$ cat config.mk
export PLATFORM = sky130hd
export DESIGN_NAME = mem_stage
export DESIGN_NICKNAME = d
export VERILOG_FILES = /design/src/logic/rv32_isa_pkg.sv /design/src/logic/dbus_pkg.sv /design/src/logic/load_extender.sv /design/src/logic/fence_tracker.sv /design/src/logic/dbus_master.sv /design/src/logic/mem_stage.sv
export SDC_FILE = /design/constraint.sdc
export NUM_CORES = 1
export LEC_CHECK = 0
export ABC_AREA = 1
export BUFFER_PORTS_ARGS = -buffer_cell sky130_fd_sc_hd__buf_2
export CORE_UTILIZATION = 45
export CTS_CLUSTER_SIZE = 30
export DETAILED_ROUTE_END_ITERATION = 6
export PLACE_DENSITY = 0.83
export SLEW_MARGIN = 30
export SYNTH_ARGS = -nofsm -noshare
export SYNTH_HDL_FRONTEND = slang
export SYNTH_HIERARCHICAL = 1
export SYNTH_SLANG_ARGS = --single-unit
$ cat constraint.sdc
create_clock -name CLK -period 2.41 [get_ports CLK]
set_clock_uncertainty 0.05 [all_clocks]
set_input_delay 0.241 -clock CLK [delete_from_list [all_inputs] [get_ports CLK]]
set_output_delay 0.241 -clock CLK [all_outputs]
set_load 0.01 [all_outputs]
$ cat src/logic/rv32_isa_pkg.sv
`default_nettype none

package rv32_isa_pkg;

    // Data and address word
    typedef logic [31:0] word_t;

    // Architectural register index
    typedef logic [4:0] reg_idx_t;

    // Access size and signedness, encoded like funct3 of the load opcode
    typedef enum logic [2:0] {
        LB   = 3'b000,
        LH   = 3'b001,
        LW   = 3'b010,
        LBU  = 3'b100,
        LHU  = 3'b101,
        NONE = 3'b111
    } load_type_t;

    // Writeback source
    typedef enum logic [1:0] {
        W_SEL_DLOAD = 2'b00,
        W_SEL_PC    = 2'b01,
        W_SEL_IMM_U = 2'b10,
        W_SEL_ALU   = 2'b11
    } w_sel_t;

endpackage

`default_nettype wire

$ cat src/logic/dbus_pkg.sv
`default_nettype none

package dbus_pkg;

    // Lane mask, bit n covers bits 8n+7 down to 8n
    typedef logic [3:0] byte_en_t;

    // Word index of a 32-bit byte address
    // The scratchpad only decodes its low ADDR_BITS
    typedef logic [29:0] word_addr_t;

    // Four-phase requester states
    typedef enum logic [1:0] {
        IDLE    = 2'b00,
        REQ     = 2'b01,
        RELEASE = 2'b10,
        DONE    = 2'b11
    } dbus_state_t;

endpackage

`default_nettype wire

$ cat src/logic/load_extender.sv
`timescale 1ns/10ps
`default_nettype none

module load_extender (
    input  rv32_isa_pkg::word_t      word_in,
    input  rv32_isa_pkg::load_type_t load_type,
    input  dbus_pkg::byte_en_t       byte_en,
    output rv32_isa_pkg::word_t      ext_out
);

    logic [7:0]  byte_sel;
    logic [15:0] half_sel;

    // Move the enabled lane(s) down to bit 0
    always_comb begin
        case (byte_en)
            4'b0001: byte_sel = word_in[7:0];
            4'b0010: byte_sel = word_in[15:8];
            4'b0100: byte_sel = word_in[23:16];
            4'b1000: byte_sel = word_in[31:24];
            default: byte_sel = 8'h00;
        endcase

        case (byte_en)
            4'b0011: half_sel = word_in[15:0];
            4'b1100: half_sel = word_in[31:16];
            default: half_sel = 16'h0000;
        endcase
    end

    always_comb begin
        case (load_type)
            rv32_isa_pkg::LB:  ext_out = {{24{byte_sel[7]}}, byte_sel};
            rv32_isa_pkg::LBU: ext_out = {24'h000000, byte_sel};
            rv32_isa_pkg::LH:  ext_out = {{16{half_sel[15]}}, half_sel};
            rv32_isa_pkg::LHU: ext_out = {16'h0000, half_sel};
            rv32_isa_pkg::LW:  ext_out = word_in;
            default:           ext_out = '0;
        endcase
    end

endmodule

`default_nettype wire

$ cat src/logic/fence_tracker.sv
`timescale 1ns/10ps
`default_nettype none

module fence_tracker (
    input  logic CLK,
    input  logic nRST,
    input  logic ifence,
    input  logic iflush_done,
    input  logic dflush_done,
    output logic flush,
    output logic fence_stall
);

    logic ifence_q;
    logic iflushed;
    logic dflushed;

    // One pulse on the first cycle of a held request
    assign flush = ifence & ~ifence_q;

    always_ff @(posedge CLK, negedge nRST) begin
        if (!nRST) begin
            ifence_q <= 1'b0;
        end else begin
            ifence_q <= ifence;
        end
    end

    // Both caches count as flushed out of reset
    always_ff @(posedge CLK, negedge nRST) begin
        if (!nRST) begin
            iflushed <= 1'b1;
            dflushed <= 1'b1;
        end else begin
            if (flush) begin
                iflushed <= 1'b0;
            end else if (iflush_done) begin
                iflushed <= 1'b1;
            end

            if (flush) begin
                dflushed <= 1'b0;
            end else if (dflush_done) begin
                dflushed <= 1'b1;
            end
        end
    end

    // Pulse cycle counts too, flags only clear on the following edge
    assign fence_stall = flush | ~(iflushed & dflushed);

endmodule

`default_nettype wire

$ cat src/logic/dbus_master.sv
`timescale 1ns/10ps
`default_nettype none

module dbus_master (
    input  logic                CLK,
    input  logic                nRST,
    input  logic                op_start,
    input  logic                op_we,
    input  dbus_pkg::byte_en_t  op_byte_en,
    input  rv32_isa_pkg::word_t op_addr,
    input  rv32_isa_pkg::word_t op_wdata,
    input  logic                ack,
    input  rv32_isa_pkg::word_t bus_rdata,
    output logic                op_complete,
    output rv32_isa_pkg::word_t op_rdata,
    output logic                req,
    output logic                we,
    output dbus_pkg::byte_en_t  byte_en,
    output rv32_isa_pkg::word_t bus_addr,
    output rv32_isa_pkg::word_t bus_wdata
);

    dbus_pkg::dbus_state_t state;
    dbus_pkg::dbus_state_t next_state;

    always_comb begin
        next_state = state;
        case (state)
            dbus_pkg::IDLE:    if (op_start) next_state = dbus_pkg::REQ;
            dbus_pkg::REQ:     if (ack) next_state = dbus_pkg::RELEASE;
            dbus_pkg::RELEASE: if (!ack) next_state = dbus_pkg::DONE;
            default:           next_state = dbus_pkg::IDLE;
        endcase
    end

    always_ff @(posedge CLK, negedge nRST) begin
        if (!nRST) begin
            state <= dbus_pkg::IDLE;
        end else begin
            state <= next_state;
        end
    end

    assign req         = (state == dbus_pkg::REQ);
    assign op_complete = (state == dbus_pkg::DONE);

    // Operands frozen for the whole handshake
    always_ff @(posedge CLK, negedge nRST) begin
        if (!nRST) begin
            we      <= 1'b0;
            byte_en <= '0;
        end else if (state == dbus_pkg::IDLE && op_start) begin
            we      <= op_we;
            byte_en <= op_byte_en;
        end
    end

    always_ff @(posedge CLK) begin
        if (state == dbus_pkg::IDLE && op_start) begin
            bus_addr  <= op_addr;
            bus_wdata <= op_wdata;
        end
    end

    // Read word is valid while ack is high
    always_ff @(posedge CLK) begin
        if (state == dbus_pkg::REQ && ack) begin
            op_rdata <= bus_rdata;
        end
    end

endmodule

`default_nettype wire

$ cat src/logic/mem_stage.sv
`timescale 1ns/10ps
`default_nettype none

module mem_stage (
    input  logic                     CLK,
    input  logic                     nRST,
    input  logic                     valid,
    input  logic                     dren,
    input  logic                     dwen,
    input  rv32_isa_pkg::load_type_t load_type,
    input  rv32_isa_pkg::word_t      addr,
    input  rv32_isa_pkg::word_t      store_data,
    input  rv32_isa_pkg::w_sel_t     w_sel,
    input  rv32_isa_pkg::word_t      pc4,
    input  rv32_isa_pkg::word_t      imm_u,
    input  logic                     ifence,
    input  logic                     iflush_done,
    input  logic                     dflush_done,
    input  logic                     ack,
    input  rv32_isa_pkg::word_t      bus_rdata,
    output logic                     stall,
    output logic                     reg_write_en,
    output rv32_isa_pkg::word_t      reg_wdata,
    output logic                     mal_load,
    output logic                     mal_store,
    output logic                     flush,
    output logic                     req,
    output logic                     we,
    output dbus_pkg::byte_en_t       byte_en,
    output rv32_isa_pkg::word_t      bus_addr,
    output rv32_isa_pkg::word_t      bus_wdata
);

    dbus_pkg::byte_en_t  lane_en;
    rv32_isa_pkg::word_t store_wdata;
    rv32_isa_pkg::word_t op_rdata;
    rv32_isa_pkg::word_t dload_ext;
    logic                mal_addr;
    logic                op_start;
    logic                op_complete;
    logic                fence_stall;

    // Lane mask from size and low address bits
    always_comb begin
        case (load_type)
            rv32_isa_pkg::LB, rv32_isa_pkg::LBU: begin
                lane_en = dbus_pkg::byte_en_t'(4'b0001 << addr[1:0]);
            end
            rv32_isa_pkg::LH, rv32_isa_pkg::LHU: begin
                lane_en = addr[1] ? 4'b1100 : 4'b0011;
            end
            rv32_isa_pkg::LW: lane_en = 4'b1111;
            default:          lane_en = 4'b0000;
        endcase
    end

    always_comb begin
        case (load_type)
            rv32_isa_pkg::LW:                    mal_addr = (addr[1:0] != 2'b00);
            rv32_isa_pkg::LH, rv32_isa_pkg::LHU: mal_addr = addr[0];
            default:                             mal_addr = 1'b0;
        endcase
    end

    assign mal_load  = valid & dren & mal_addr;
    assign mal_store = valid & dwen & mal_addr;

    // Replicate narrow stores so every lane carries the value
    always_comb begin
        case (load_type)
            rv32_isa_pkg::LB: store_wdata = {4{store_data[7:0]}};
            rv32_isa_pkg::LH: store_wdata = {2{store_data[15:0]}};
            default:          store_wdata = store_data;
        endcase
    end

    assign op_start = valid & (dren | dwen) & ~mal_addr;

    dbus_master u_dbus_master (
        .CLK         (CLK),
        .nRST        (nRST),
        .op_start    (op_start),
        .op_we       (dwen),
        .op_byte_en  (lane_en),
        .op_addr     (addr),
        .op_wdata    (store_wdata),
        .ack         (ack),
        .bus_rdata   (bus_rdata),
        .op_complete (op_complete),
        .op_rdata    (op_rdata),
        .req         (req),
        .we          (we),
        .byte_en     (byte_en),
        .bus_addr    (bus_addr),
        .bus_wdata   (bus_wdata)
    );

    load_extender u_load_extender (
        .word_in   (op_rdata),
        .load_type (load_type),
        .byte_en   (lane_en),
        .ext_out   (dload_ext)
    );

    fence_tracker u_fence_tracker (
        .CLK         (CLK),
        .nRST        (nRST),
        .ifence      (valid & ifence),
        .iflush_done (iflush_done),
        .dflush_done (dflush_done),
        .flush       (flush),
        .fence_stall (fence_stall)
    );

    // Hold until the transfer reports done or the fence clears
    assign stall = (op_start & ~op_complete) | fence_stall;

    assign reg_write_en = valid & ~dwen & ~mal_load;

    always_comb begin
        case (w_sel)
            rv32_isa_pkg::W_SEL_DLOAD: reg_wdata = dload_ext;
            rv32_isa_pkg::W_SEL_PC:    reg_wdata = pc4;
            rv32_isa_pkg::W_SEL_IMM_U: reg_wdata = imm_u;
            rv32_isa_pkg::W_SEL_ALU:   reg_wdata = addr;
            default:                   reg_wdata = '0;
        endcase
    end

endmodule

`default_nettype wire

[Word level (Yosys, flattened, before mapping)]
Index checks and enable logic that the tools add are counted.
W data, S select, Z words.
Word-level totals
  latch bits: 0
  output and inout port bits: 107
  memory bits (read-only): 0
  register bits: 106
  memories: 0
  bits of input ports: 174
  memory bits (writable): 0
Operators by class
  divide/modulo/power cells: 0
  mux-type cells: 16
  $add $sub $neg: 0
  shift operators: 1
  equal/unequal tests: 19
  bitwise gates (word level): 21
  $lt $le $gt $ge: 0
  multiply operators: 0
  reductions and logical operators: 11
Operator list (count)
  $pmux W32 S5: 1
  $pmux W32 S4: 1
  $pmux W32 S2: 1
  $pmux W16 S2: 1
  $pmux W8 S4: 1
  $and A1 B1 Y1: 12
  $pmux W4 S3: 1
  $eq A2 B2 Y1 const B: 4
  $eq A4 B2 Y1 const B: 2
  $eq A4 B4 Y1 const B: 2
  $eq A3 B3 Y1 const B: 2
  $mux W2: 3
  $ne A2 B2 Y1 const B: 3
  $not A1 Y1: 6
  $pmux W2 S3: 1
  $reduce_bool A2 Y1: 3
  $eq A2 B1 Y1 const B: 2
  $eq A4 B1 Y1 const B: 1
  $eq A4 B3 Y1 const B: 1
  $logic_not A2 Y1: 2
  $mux W1: 4
  $mux W4: 1
  $reduce_or A2 Y1: 2
  $shl A1 B2 Y4 const A: 1
  other kinds (7): 10

[Longest topological paths before layout]
  depth in word-level cells: 7
  gate-level depth with buffers: 15
  depth with buffers taken out: 15

[Modules after synthesis]
The synthesis kept the hierarchy.
By module, submodules not included
  dbus_master: sequential area each 3057.9 um^2, cells each 143, times used 1, area an instance 3269.4 um^2
  mem_stage: sequential area each 0.0 um^2, cells each 299, times used 1, area an instance 1340.0 um^2
  load_extender: sequential area each 0.0 um^2, cells each 255, times used 1, area an instance 1174.9 um^2
  fence_tracker: sequential area each 77.6 um^2, cells each 14, times used 1, area an instance 121.4 um^2

[Worst setup path after synthesis]
OpenSTA, ideal clock, no wires.
  kind: input -> output
  from: in load_type[0]
  to: out reg_wdata[11]
  buffers on the path: 1
  arrival time: 2049 ps
  slack: 70 ps
  stages on the path: 11
  required time: 2119 ps
  cell sequence: nor2_4 nand2_1 o21ai_0 nor2_2 nand3_1 nand2_2 o21ai_4 buf_6 nand2_1 nand2_1 nand4_1
On the way
  cells in the longest elaborated chain, start to end: 7
RTL lines
  from (decl): RTL line mem_stage.sv:10  | input rv32_isa_pkg::load_type_t load_type,
  $eq A3 B1 Y1 (tied with other cells): RTL line mem_stage.sv:45  | case (load_type)
  $reduce_or A2 Y1: RTL line mem_stage.sv:45
  $pmux W4 S3 *: RTL line mem_stage.sv:45
  via lane_en[1]: RTL line mem_stage.sv:34  | dbus_pkg::byte_en_t lane_en;
  $eq A4 B4 Y1 (tied with other cells): RTL line load_extender.sv:16  | case (byte_en)
  $pmux W8 S4 / $pmux W16 S2 (equally long branches): RTL line load_extender.sv:16, load_extender.sv:24
  $pmux W32 S5 *: RTL line load_extender.sv:32  | case (load_type)
  via dload_ext[11]: RTL line mem_stage.sv:37  | rv32_isa_pkg::word_t dload_ext;
  $pmux W32 S4 *: RTL line mem_stage.sv:121  | case (w_sel)
  to (decl): RTL line mem_stage.sv:23  | output rv32_isa_pkg::word_t reg_wdata,
The timed path passes the listed nets; every way through them passes the cells marked *.

[Worst setup path in the final report]
Ends and elaborated chain as after synthesis.

==> flow_summary.toml <==
[floorplanning]
coreArea_um2 = 12700
die_area_um2 = 13600
top_level_ports = 281
rows = 41
dieWidth_um = 117
initial_core_util_pct = 46.4
die_h_um = 117

[clock_tree]
clock-sinks = 106
cts_htree_levels = 3
cts_tree = "done"
cts_buffer_depth = 2
clk_latency_ns = 0.36
numCtsBuffers = 9
clk_pin_slew_ns = 0.07
cts_root_buf = "clkbuf_16"

[layout]
fin_util_pct = 66.0
finalNonFillerCells = 1210
area_growth_syn_to_layout_pct = 42.1
fillers = 1076
layout-drive-gt1-share_pct = 40.5
multi_input_area_um2 = 2500
final-seq-area_um2 = 3140
fin_nets = 1210

[power_and_ir_drop]
ir_worst_vdd_mv = 0.568
p_per_area_nw_per_um2 = 654
power_leakage_nw = 4.15

[critical_path]
cp_slowest_cell = "o21ai_4"
max_stage_delay_ns = 0.29
critPathKind = "input port to output pin"
cp_num_buf_inv = 6
cp.required_ns = 2.12
startpoint_type = "input port"
crit_fanout = 6
critPathCaptureType = "output pin"
arrival_ns = 2.11
worstPathCellList = "buf_12 -> nor2_4 -> nand2_2 -> o21ai_1 -> inv_1 -> o21ai_1 -> buf_4 -> nor2_4 -> buf_12 -> nand2_4 -> o21ai_4 -> o21ai_4 -> clkbuf_16 -> nand2_2 -> nand2_1 -> nand4_1 -> buf_2"
critPathTopFamily = "buffers and inverters"

[place]
io_buffers = 280
place_inst = 1172
dp_hpwl_um = 14800
place.gp.congestion = 0.940
pre_cts_ws_ns = -0.0700

[logic_synthesis]
synthTopCellsByCount = "nand2_1 (277), edfxtp_1 (96), nand3_1 (74)"
yosysTopAreaCell = "edfxtp_1"
synth_top_cell_area_share_pct = 48.8
synthArstFlopShare_pct = 9.43
syn_area_um2 = 5910
syn_inst = 711
syn_avg_cell_area_um2 = 8.31
synth.distinct_cells = 28
ys_ff_latch = 106
syn_nets = 889
yosys_warnings = 6
synth_ff_type = "edfxtp_1"
seq_area_frac_synth_pct = 53.1
synth.area.top_cells = "edfxtp_1 (49%), nand2_1 (18%), nand3_1 (6.3%)"
synth_edf_count = 96
synth.most_common_cell = "nand2_1"

[drt]
drt_iter0_markers = 853
wl_per_cell_um = 16.1
routed_wl_um = 19500
first_pass_iters = 6
antenna_left = 0
num_vias = 6264
vias_per_cell = 5.18
drc_errors = 0

[flow_run]
maxCapViolations = 0

[grt]
top_usage_layer = "met2"
grt_antenna_before_repair = 1
met2_usage_pct = 43.2
grt_pass1_vias = 5420
grt_max_degree = 38
grt_pass1_wl_um = 28200
grtUsageTotal_pct = 28.0
grtUsageMet1_pct = 37.5
gr-total-overflow = 0
met3_usage_pct = 5.35

[run_status]
status = "finished clean"

[hold_path]
hold_path.class = "input port to flop"

[timing]
min_period_over_period_pct = 99.5
holdWs_ns = 0.00994
setup_viol = 0
setup_ws_ns = 0.0123
rsz0062_at_grt = "yes"
hold_violations = 0
timing_worst_slew_pin_value_ns = 0.571
fin_tns_setup_ns = 0
clock.fmax_ghz = 0.417
slew_viol_final = 0
max_slew_margin_pct = 61.9
finalCriticalPeriod_ns = 2.40
==> metrics by stage <==
step,power (mW),area (µm²)
2_1_floorplan,3.32,5910
3_3_place_gp,4.01,7670
3_5_place_dp,4.05,7670
4_1_cts,5.46,8140
5_1_grt,5.77,8390
6_report,5.49,8390
==> logic make-up (layout without fill, tap and decap cells) <==
kind of cell	count (synthesis)	count (layout)	share of synthesized area (%)
buf+inv	95	421	7.22
flops	106	106	53.1
compound gates	41	41	3.73
other cells	0	1	0
fa+ha+maj	4	4	0.847
simple gates	465	465	35.1
==> worst register-to-register path, cell delays in order (launching register included) <==
cell and delay, ns:
dfrtp_1 0.42, inv_1 0.09, ha_1 0.25, nand2_4 0.12, inv_6 0.09, buf_12 0.21
==> registers in the layout, summed over array words and instances (netlist names) <==
signal / count
u_dbus_master/bus_addr: 32
u_dbus_master/bus_wdata: 32
u_dbus_master/op_rdata: 32
u_fence_tracker/dflushed: 1
u_fence_tracker/iflushed: 1
u_dbus_master/state: 2
u_dbus_master/we: 1
u_dbus_master/byte_en: 4
u_fence_tracker/ifence_q: 1
==> per-layer routing <==
metal	part of all wire [%]	vias up	wire, µm
met5	0	-	0
met4	3.6	0	692
met3	8.3	57	1620
met2	47	362	9050
met1	42	2856	8090
li1	-	2989	-
==> layout by cell type (no fill, tap or decap), types with 2 or more instances in the layout <==
master / Yosys / layout
inv_6: 1 / 2
inv_2: 8 / 10
o21ai_4: 1 / 2
nand4_1: 36 / 36
inv_1: 63 / 61
dfstp_2: 2 / 2
nor2_4: 9 / 10
ha_1: 4 / 4
edfxtp_1: 96 / 96
clkinv_4: 0 / 2
o21ai_1: 0 / 3
nand2_1: 277 / 240
a21oi_2: 0 / 3
o21ai_0: 12 / 8
clkinv_1: 0 / 2
buf_4: 2 / 30
nor2_1: 50 / 48
nor2_2: 5 / 6
nand2_2: 8 / 41
nand2_4: 2 / 6
buf_2: 13 / 275
dfrtp_1: 8 / 8
nand3_2: 1 / 3
clkbuf_16: 0 / 11
dlygate4sd3_1: 0 / 14
buf_6: 5 / 5
buf_12: 0 / 7
nand3_1: 74 / 72
a21oi_1: 27 / 24
==> final cells by class <==
| type | count | area share (%) |
|---|---|---|
| sequential | 106 | 37.4 |
| timing repair buffer | 333 | 23.7 |
| clock buffer | 9 | 2.68 |
| multi-input combinational | 510 | 29.8 |
| clock inverter | 7 | 0.626 |
| tap | 172 | 2.56 |
| antenna | 1 | 0.0298 |
| inverter | 72 | 3.28 |
==> final timing paths <==
check,start,endpoint,slack (ns),cells past startpoint
min,bus_rdata[11],u_dbus_master/op_rdata[11]$_DFFE_PP_,0.01,1
min reg2reg,u_dbus_master/byte_en[1]$_DFFE_PN0P_,u_dbus_master/byte_en[1]$_DFFE_PN0P_,0.43,2
max reg2reg,u_dbus_master/state[0]$_DFFE_PN0P_,u_dbus_master/bus_addr[22]$_DFFE_PP_,0.83,5
min in group asynchronous,nRST,u_fence_tracker/ifence_q$_DFF_PN0_,0.22,2
max,load_type[0],reg_wdata[11],0.01,17
max in group asynchronous,nRST,u_fence_tracker/dflushed$_DFFE_PN1P_,1.84,2
==> power by group <==
part | total [mW] | switching [mW] | internal, mW
clock | 1.38 | 0.676 | 0.708
combinational | 1.56 | 0.952 | 0.609
sequential | 2.55 | 0.151 | 2.40
==> what timing repair did <==
item                       in CTS  in global routing
hold endpoints to repair       23                  0
pin swaps                       2                 41
cloned                          0                  3
hold buffers                   14                  0
gates resized for setup         7                 63
setup buffers                   1                  3
setup endpoints to repair      10                 32
Power figures use the tool's default switching activity.
